`src/design/icache_defines.svh`:
```
`ifndef ICACHE_DEFINES_SVH
`define ICACHE_DEFINES_SVH

// word address, byte offset bits 1:0 unused
`define ICACHE_ADDR_W 32

// index from address bits 5:2
`define ICACHE_INDEX_W 4

`define ICACHE_LINES 16

// tag from address bits 31:6
`define ICACHE_TAG_W 26

`endif

```
`src/design/mem_pkg.sv`:
```
`include "icache_defines.svh"

package mem_pkg;

    typedef logic [`ICACHE_ADDR_W-1:0] addr_t;

    // instruction word as returned by memory
    typedef logic [31:0] word_t;

endpackage

```
`src/design/icache_pkg.sv`:
```
`include "icache_defines.svh"

package icache_pkg;

    import mem_pkg::*;

    typedef logic [`ICACHE_INDEX_W-1:0] index_t;
    typedef logic [`ICACHE_TAG_W-1:0]   tag_t;

    // one direct-mapped line, single word
    typedef struct packed {
        logic  valid;
        tag_t  tag;
        word_t data;
    } line_t;

    typedef enum logic [1:0] {
        IDLE,
        COMPARE,
        REFILL,
        RESPOND
    } ctrl_state_t;

endpackage

```
`src/design/icache_ctrl.sv`:
```
`timescale 1ns/1ps
`include "icache_defines.svh"

module icache_ctrl
    import mem_pkg::*, icache_pkg::*;
(
    input  logic  clk,
    input  logic  rst,

    input  logic  req_valid,
    output logic  req_ready,
    input  addr_t req_addr,

    input  logic  flush,

    output logic  cpu_resp_valid,
    input  logic  cpu_resp_ready,
    output word_t cpu_resp_data,

    output logic  fill_valid,
    output addr_t fill_addr,
    input  logic  fill_done,
    input  word_t fill_data
);

    ctrl_state_t state;
    ctrl_state_t state_next;

    line_t  lines [`ICACHE_LINES];
    line_t  cur_line;
    addr_t  addr_q;
    word_t  resp_data_q;
    index_t idx;
    tag_t   tag;
    logic   hit;

    assign idx = addr_q[`ICACHE_INDEX_W+1:2];
    assign tag = addr_q[`ICACHE_ADDR_W-1:`ICACHE_ADDR_W-`ICACHE_TAG_W];

    assign cur_line = lines[idx];
    assign hit      = cur_line.valid && (cur_line.tag == tag);

    // flush wins over a new request in IDLE
    assign req_ready      = (state == IDLE) && !flush;
    assign cpu_resp_valid = (state == RESPOND);
    assign cpu_resp_data  = resp_data_q;
    assign fill_valid     = (state == REFILL);
    assign fill_addr      = addr_q;

    always_comb
    begin
        state_next = state;
        case (state)
            IDLE:
                if (req_valid && req_ready)
                    state_next = COMPARE;
            COMPARE:
                state_next = hit ? RESPOND : REFILL;
            REFILL:
                if (fill_done)
                    state_next = RESPOND;
            RESPOND:
                if (cpu_resp_ready)
                    state_next = IDLE;
            default:
                state_next = IDLE;
        endcase
    end

    always_ff @(posedge clk)
    begin
        if (rst)
            state <= IDLE;
        else
            state <= state_next;
    end

    // only the valid bits see reset and flush
    always_ff @(posedge clk)
    begin
        if (rst)
        begin
            for (int i = 0; i < `ICACHE_LINES; i++)
                lines[i].valid <= 1'b0;
        end
        else if (state == IDLE && flush)
        begin
            for (int i = 0; i < `ICACHE_LINES; i++)
                lines[i].valid <= 1'b0;
        end
        else if (state == REFILL && fill_done)
        begin
            lines[idx] <= '{valid: 1'b1, tag: tag, data: fill_data};
        end
    end

    always_ff @(posedge clk)
    begin
        if (req_valid && req_ready)
            addr_q <= req_addr;
    end

    always_ff @(posedge clk)
    begin
        if (state == COMPARE && hit)
            resp_data_q <= cur_line.data;
        else if (state == REFILL && fill_done)
            resp_data_q <= fill_data;
    end

endmodule

```
`src/design/icache_top.sv`:
```
`timescale 1ns/1ps

module icache_top
    import mem_pkg::*;
(
    input  logic  clk,
    input  logic  rst,

    input  logic  cpu_req_valid,
    output logic  cpu_req_ready,
    input  addr_t cpu_req_addr,

    output logic  cpu_resp_valid,
    input  logic  cpu_resp_ready,
    output word_t cpu_resp_data,

    input  logic  flush,

    output logic  mem_req_valid,
    input  logic  mem_req_ready,
    output addr_t mem_req_addr,
    input  word_t mem_rdata
);

    logic  req_valid;
    logic  req_ready;
    addr_t req_addr;

    logic  fill_valid;
    addr_t fill_addr;
    logic  fill_done;
    word_t fill_data;

    // fetch address slot
    req_slot #(
        .payload_t (addr_t)
    ) u_req_slot (
        .clk       (clk),
        .rst       (rst),
        .in_valid  (cpu_req_valid),
        .in_ready  (cpu_req_ready),
        .in_data   (cpu_req_addr),
        .out_valid (req_valid),
        .out_ready (req_ready),
        .out_data  (req_addr)
    );

    icache_ctrl u_ctrl (
        .clk            (clk),
        .rst            (rst),
        .req_valid      (req_valid),
        .req_ready      (req_ready),
        .req_addr       (req_addr),
        .flush          (flush),
        .cpu_resp_valid (cpu_resp_valid),
        .cpu_resp_ready (cpu_resp_ready),
        .cpu_resp_data  (cpu_resp_data),
        .fill_valid     (fill_valid),
        .fill_addr      (fill_addr),
        .fill_done      (fill_done),
        .fill_data      (fill_data)
    );

    refill_port u_refill (
        .clk           (clk),
        .rst           (rst),
        .fill_valid    (fill_valid),
        .fill_addr     (fill_addr),
        .fill_done     (fill_done),
        .fill_data     (fill_data),
        .mem_req_valid (mem_req_valid),
        .mem_req_ready (mem_req_ready),
        .mem_req_addr  (mem_req_addr),
        .mem_rdata     (mem_rdata)
    );

endmodule

```
`src/design/refill_port.sv`:
```
`timescale 1ns/1ps

module refill_port
    import mem_pkg::*;
(
    input  logic  clk,
    input  logic  rst,

    input  logic  fill_valid,
    input  addr_t fill_addr,
    output logic  fill_done,
    output word_t fill_data,

    output logic  mem_req_valid,
    input  logic  mem_req_ready,
    output addr_t mem_req_addr,
    input  word_t mem_rdata
);

    // read outstanding, held through the fill_done cycle
    logic  busy;
    logic  word_valid;
    word_t word_data;

    req_slot #(
        .payload_t (word_t)
    ) u_word_slot (
        .clk       (clk),
        .rst       (rst),
        .in_valid  (mem_req_valid && mem_req_ready),
        .in_ready  (),
        .in_data   (mem_rdata),
        .out_valid (word_valid),
        .out_ready (1'b1),
        .out_data  (word_data)
    );

    always_ff @(posedge clk)
    begin
        if (rst)
        begin
            busy          <= 1'b0;
            mem_req_valid <= 1'b0;
            fill_done     <= 1'b0;
        end
        else
        begin
            fill_done <= word_valid;
            if (!busy && fill_valid)
            begin
                busy          <= 1'b1;
                mem_req_valid <= 1'b1;
            end
            else if (mem_req_valid && mem_req_ready)
            begin
                mem_req_valid <= 1'b0;
            end
            if (fill_done)
                busy <= 1'b0;
        end
    end

    always_ff @(posedge clk)
    begin
        if (!busy && fill_valid)
            mem_req_addr <= fill_addr;
    end

    always_ff @(posedge clk)
    begin
        if (word_valid)
            fill_data <= word_data;
    end

endmodule

```
`src/design/req_slot.sv`:
```
`timescale 1ns/1ps

module req_slot #(
    parameter type payload_t = logic [31:0]
) (
    input  logic     clk,
    input  logic     rst,
    input  logic     in_valid,
    output logic     in_ready,
    input  payload_t in_data,
    output logic     out_valid,
    input  logic     out_ready,
    output payload_t out_data
);

    logic     buf_valid;
    payload_t buf_data;

    // a full slot still takes a new item when the held one leaves
    assign in_ready  = !buf_valid || out_ready;
    assign out_valid = buf_valid || in_valid;
    assign out_data  = buf_valid ? buf_data : in_data;

    always_ff @(posedge clk)
    begin
        if (rst)
        begin
            buf_valid <= 1'b0;
        end
        else if (buf_valid)
        begin
            if (out_ready)
                buf_valid <= in_valid;
        end
        else
        begin
            // empty: buffer only if downstream stalls
            buf_valid <= in_valid && !out_ready;
        end
    end

    always_ff @(posedge clk)
    begin
        if (in_valid && in_ready && (buf_valid || !out_ready))
            buf_data <= in_data;
    end

endmodule

```
`config.mk`:
```
export PLATFORM = sky130hd
export DESIGN_NAME = icache_top
export DESIGN_NICKNAME = d
export VERILOG_FILES = /design/src/design/mem_pkg.sv /design/src/design/icache_pkg.sv /design/src/design/icache_ctrl.sv /design/src/design/icache_top.sv /design/src/design/refill_port.sv /design/src/design/req_slot.sv
export VERILOG_INCLUDE_DIRS = /design/src /design/src/design
export SDC_FILE = /design/constraint.sdc
export NUM_CORES = 1
export LEC_CHECK = 0
export BUFFER_PORTS_ARGS = -buffer_cell sky130_fd_sc_hd__buf_2
export CORE_ASPECT_RATIO = 0.75
export CORE_UTILIZATION = 40
export DETAILED_ROUTE_END_ITERATION = 8
export PLACE_DENSITY = 0.52
export RECOVER_POWER = 25
export SETUP_SLACK_MARGIN = 0.02
export SYNTH_ARGS = -nofsm -noshare
export SYNTH_HDL_FRONTEND = slang
export SYNTH_SLANG_ARGS = --single-unit
```
`constraint.sdc`:
```
create_clock -name clk -period 14.3 [get_ports clk]
set_input_delay 1.43 -clock clk [delete_from_list [all_inputs] [get_ports clk]]
set_output_delay 1.43 -clock clk [all_outputs]
set_load 0.01 [all_outputs]
```
==> flow_summary.json, run 1 <==
{
  "crit_buf_inv": 3,
  "utilization_pct": 46.44,
  "nets": 2204,
  "synth_area_um2": 44000,
  "p_int_mw": 6.181,
  "drcViolationCount": 0,
  "dp.cells": 3446,
  "place_area_um2": 46520,
  "fin_crit_ns": 7.061,
  "ff_latch_area_um2": 34190,
  "fin_skew_ns": 0.02632,
  "io_pins": 137,
  "maxCapViolCount": 0,
  "antenna_found_initial": 5,
  "multi_input_area_um2": 9454,
  "critPathMostFrequentCell": "buf_4",
  "cp.arrival_ns": 7.34,
  "power_mw": 8.305,
  "final-hold-violation-count": 0,
  "setup_viol": 0,
  "swShare_pct": 25.58,
  "dieWidth_um": 385.0,
  "synth_cells": 1921,
  "crit_path_max_incr_delay_ns": 1.12,
  "wire_per_inst_um": 28.89,
  "status": "completed",
  "grt_pass1_vias": 21257,
  "initial_core_util_pct": 40.69,
  "pwr-share-clk_pct": 35.7,
  "vias": 20455,
  "track_usage_pct": 19.21,
  "core_um2": 108100,
  "drv_slew": 0,
  "final.fill_count": 8935,
  "slew_headroom_pct": 15.44,
  "h-tree-depth": 3,
  "routed_wl_um": 105800,
  "cp-end-kind": "flip-flop",
  "critPathKind": "reg2reg",
  "ys.warnings.count": 0,
  "detail-route-antenna-nets": 0,
  "seqPwrFrac_pct": 48.5,
  "cp_slowest_cell": "nand2_2",
  "max_slew.worst_pin.slew_ns": 1.268,
  "p_leak_nw": 16.20,
  "grt_max_degree": 129,
  "power_density_nw_per_um2": 165.4,
  "mostFrequentLayoutCells": "1120 x edfxtp_1, 250 x mux4_2, 129 x buf_2, 116 x clkbuf_16, 75 x mux2_2",
  "final_common_cell": "edfxtp_1",
  "cts.path.max_buffers": 3,
  "synth_edf_count": 1120,
  "drive_gt1_share_pct": 32.78,
  "fmax_ghz": 0.1416,
  "cts_buffers": 113,
  "final_area_um2": 50220,
  "ys_seq_elements": 1147,
  "cts_sinks": 1147,
  "finalSetupTns_ns": 0,
  "rsz0062_at_grt": "false",
  "cts_hold_buf": 0,
  "die_y_um": 289.2,
  "hpwlAfterDp_um": 55300,
  "ys.flop_type": "edfxtp_1",
  "critPathRequiredTime_ns": 14.58,
  "drt-pass1-iter-count": 6,
  "area_delta_synth_final_pct": 14.13,
  "cp_top_family": "simple AND/OR/NAND/NOR gates",
  "netlist_top_cells_area": "edfxtp_1 76%, mux4_2 13%, mux2_2 1.9%",
  "worstPathMaxFanout": 42,
  "gp_congestion": 0.7843,
  "final_cells": 3661,
  "synth_top_area_share_pct": 76.44,
  "drt_iter0_markers": 2133,
  "cts.clk_slew.worst_paths_ns": 0.06,
  "antenna_cells": 0,
  "peakVddDrop_mv": 0.1477,
  "setup.worst_path.start_class": "flip-flop",
  "ys_seq_area_share_pct": 77.67,
  "clock_latency_ns": 0.69,
  "yosysTopAreaCell": "edfxtp_1",
  "cts_tree": "done",
  "switchingPower_mw": 2.125,
  "grt_pass1_wl_um": 152300,
  "cts_setup_buffers": 0,
  "critical_path.cell_chain": "buf_4 > buf_4 > buf_4 > mux4_2 > xor2_1 > or4_1 > a211oi_1 > a41oi_1 > nor3_2 > nand4_4 > nand2_2",
  "grt_overflow": 0,
  "timing.final.crit_share_pct": 49.38,
  "placementRows": 104,
  "synth.net_count": 1995,
  "ys_async_sr_fraction_pct": 0,
  "hp-class": "reg2reg",
  "viasPerCell": 5.587,
  "yosysUniqueCellTypes": 59,
  "dieArea_um2": 111300,
  "cts-root-buf": "clkbuf_16",
  "cts_resized": 0,
  "comb_power_share_pct": 15.8,
  "synth_area_per_cell_um2": 22.90,
  "port_buffers": 136
}
-- through the flow --
step	hold slack, ns	setup WS [ns]
floorplan	0.4003	7.423
global placement	0.4114	7.139
detailed placement	0.4045	7.038
CTS	0.4193	7.001
global route	0.4366	6.672
finish	0.4180	7.239
-- synthesized netlist by cell type (all sizes together), types with 13 or more instances --
cell type / number
dfxtp: 27
o21ai: 13
nor2: 31
edfxtp: 1120
mux2: 103
buf: 60
xnor2: 21
xor2: 19
mux4: 250
mux2i: 71
clkbuf: 30
nand2: 20
a22oi: 15
a21o: 18
-- sequential cells by signal, indices dropped and copies added (netlist names), named ones only --
signal,count
u_ctrl.lines,944
u_ctrl.cpu_resp_data,32
u_ctrl.fill_addr,32
u_refill.fill_data,32
u_refill.mem_req_addr,32
u_refill.u_word_slot.buf_data,32
u_req_slot.buf_data,32
u_ctrl.state,2
u_refill.busy,1
u_refill.fill_done,1
u_refill.mem_req_valid,1
u_refill.u_word_slot.buf_valid,1
u_req_slot.buf_valid,1
-- area by class of cell --
class | instances | area share (%)
clock buffers | 144 | 6.050
clock inverters | 71 | 1.340
well taps | 1431 | 3.565
repair buffers | 184 | 2.066
inverters | 9 | 0.06727
multi-input cells | 675 | 18.83
flip-flops and latches | 1147 | 68.09
-- worst register-to-register path: stages, from the launching register on --
cell and delay [ns]:
dfxtp_4 0.92, buf_4 0.69, buf_4 0.74, buf_4 0.64, mux4_2 0.60, xor2_1 0.15
or4_1 0.55, a211oi_1 0.24, a41oi_1 0.12, nor3_2 0.28, nand4_4 0.51, nand2_2 1.16
-- routing by layer --
metal  wire length [µm]  vias up  GRT usage [%]
li1                   -     8538              -
met1              48690    11147          28.91
met2              48840      620          29.13
met3               6111      150          3.342
met4               2116        0          4.702
met5                  0        -              0
-- power by group through the flow --
stage	combinational, mW	sequential, mW	clock [mW]
3_3_place_gp	1.32	4.10	0
3_5_place_dp	1.33	4.11	0
5_1_grt	1.41	4.05	3.16
6_report	1.31	4.03	2.96
2_1_floorplan	1.01	4.00	0
4_1_cts	1.33	4.04	3.03
-- cell families after synthesis --
kind of cell             synth area share [%]
multiplexers                            17.29
adder cells (fa/ha/maj)                0.1138
XOR/XNOR                               0.7962
flip-flops                              77.67
buffers and inverters                   1.146
AND/OR/NAND/NOR                         1.234
AO/OA/AOI/OAI                           1.757
-- worst paths after layout --
path,cells past startpoint,slack (ns),end,from
worst max-delay path,11,7.24,u_ctrl.cpu_resp_data[14],flip-flop
worst min-delay path,0,0.42,u_refill.mem_req_addr[1],u_ctrl.fill_addr[1]
worst max register to register,11,7.24,u_ctrl.cpu_resp_data[14],flip-flop
worst min register to register,0,0.42,u_refill.mem_req_addr[1],u_ctrl.fill_addr[1]
Power figures use the tool's default switching activity.
==> run 2, diff against run 1 <==
- PLACE_DENSITY: 0.52 -> 0.54
- clock period: 14.3 -> 6 ns (I/O delays scaled with it)
==> flow_summary.json, run 2 (synthesized netlist as in run 1, its figures left out) <==
{
  "core_um2": 108100,
  "grt_max_degree": 65,
  "fin_skew_ns": 0.02335,
  "vias": 20287,
  "crit_path_max_incr_delay_ns": 0.90,
  "io_pins": 137,
  "dieWidth_um": 385.0,
  "gr-usage-met1_pct": 27.50,
  "pre_cts_ws_ns": 1.122,
  "hpwlAfterDp_um": 56200,
  "dp.cells": 3462,
  "detail-route-antenna-nets": 0,
  "clock_latency_ns": 0.72,
  "grt_most_used_layer": "met2",
  "holdWs_ns": 0.07254,
  "nets": 2221,
  "antenna_cells": 0,
  "cts.clk_slew.worst_paths_ns": 0.06,
  "gp_congestion": 0.7655,
  "fin_crit_ns": 4.905,
  "grt_pass1_wl_um": 149900,
  "p_int_mw": 14.43,
  "final_common_cell": "edfxtp_1",
  "drt_iter0_markers": 1797,
  "setup_viol": 0,
  "drv_slew": 0,
  "cts_resized": 0,
  "final.fill_count": 8930,
  "grt_overflow": 0,
  "finalSetupTns_ns": 0,
  "drive_gt1_share_pct": 31.45,
  "routed_wl_um": 103600,
  "rsz0062_at_grt": "false",
  "wire_per_inst_um": 28.16,
  "grt_use_met3_pct": 3.336,
  "hp-class": "in2reg",
  "drt-pass1-iter-count": 6,
  "critical_path.cell_chain": "buf_4 > nor2_2 > a22oi_1 > a22oi_1 > o211ai_1 > nand4_1 > a2111oi_4 > nand4_4 > buf_4 > mux2_4",
  "cts-root-buf": "clkbuf_16",
  "cp_slowest_cell": "dfxtp_4",
  "p_leak_nw": 16.12,
  "power_mw": 19.52,
  "antenna_found_initial": 4,
  "switchingPower_mw": 5.086,
  "track_usage_pct": 18.87,
  "place_area_um2": 46750,
  "mostFrequentLayoutCells": "1120 x edfxtp_1, 250 x mux4_2, 117 x clkbuf_16, 101 x buf_2, 75 x mux2_2",
  "power_density_nw_per_um2": 388.8,
  "initial_core_util_pct": 40.69,
  "cp-end-kind": "flip-flop",
  "fmax_ghz": 0.2039,
  "die_y_um": 289.2,
  "area_delta_synth_final_pct": 14.10,
  "cp.arrival_ns": 5.36,
  "cts_sinks": 1147,
  "max_slew.worst_pin.slew_ns": 1.468,
  "cts_tree": "done",
  "swShare_pct": 26.06,
  "h-tree-depth": 3,
  "critPathRequiredTime_ns": 6.45,
  "grt_pass1_vias": 21344,
  "comb_power_share_pct": 16.0,
  "pwr-share-clk_pct": 34.5,
  "largest_register_ffs": 944,
  "slew_headroom_pct": 2.136,
  "use_met2_pct": 29.70,
  "viasPerCell": 5.514,
  "final_cells": 3679,
  "final_area_um2": 50200,
  "worstPathMaxFanout": 49,
  "final-hold-violation-count": 0,
  "timing.final.crit_share_pct": 81.74,
  "cts_buffers": 114,
  "dieArea_um2": 111300,
  "setup.worst_path.start_class": "flip-flop",
  "placementRows": 104,
  "cts_setup_buffers": 0,
  "utilization_pct": 46.43,
  "peakVddDrop_mv": 0.2305,
  "port_buffers": 136,
  "critPathKind": "reg2reg",
  "cts.path.max_buffers": 3,
  "fin_ws_ns": 1.095,
  "regMostFlops": "u_ctrl.lines",
  "drcViolationCount": 0,
  "seqPwrFrac_pct": 49.5,
  "maxCapViolCount": 0,
  "status": "completed",
  "cts_hold_buf": 0
}
[run 2: cell count changes in the layout (fill, tap and decap cells not counted), moves of 5 or more]
cell / delta
clkbuf_1: +37
clkinv_1: +5
bufinv_16: -8
buf_4: +7
buf_12: +8
buf_2: -28
[run 2: area by class of cell]
class,instances,area (µm²),area share [%]
clock inverters,64,421.7,0.8399
flip-flops and latches,1147,34190,68.11
repair buffers,200,1219,2.428
clock buffers,153,3083,6.141
inverters,9,33.78,0.06729
multi-input cells,675,9464,18.85
well taps,1431,1790,3.567
[run 2: final timing paths]
kind | cells after the start | startpoint | slack, ns | end
setup / recovery | 10 | flip-flop | 1.10 | u_ctrl.cpu_resp_data[6]
hold / removal | 1 | mem_rdata[19] | 0.07 | u_refill.u_word_slot.buf_data[19]
setup reg to reg | 10 | flip-flop | 1.10 | u_ctrl.cpu_resp_data[6]
hold reg to reg | 0 | u_ctrl.fill_addr[1] | 0.42 | u_refill.mem_req_addr[1]
[run 2: worst max-delay path: cells and delay by family (launching register included)]
kind / cells / cell delay [ns]
and+or+nand+nor: 3 / 0.96
AOI/OAI and AO/OA: 4 / 1.39
muxes: 1 / 0.35
DFF: 1 / 0.90
buffers and inverters: 2 / 0.92
[run 2: power by group through the flow]
stage	registers (mW)	logic [mW]	clock network, mW
floorplan	9.52	2.41	0
detailed placement	9.85	3.16	0
global route	9.72	3.35	7.19
global placement	9.82	3.16	0
finish	9.66	3.12	6.74
CTS	9.68	3.18	6.90
[run 2: per-layer routing]
metal / up-vias / routed length (µm)
li1: 8571 / -
met1: 11039 / 47050
met2: 556 / 49200
met3: 121 / 5509
met4: 0 / 1846
met5: - / 0
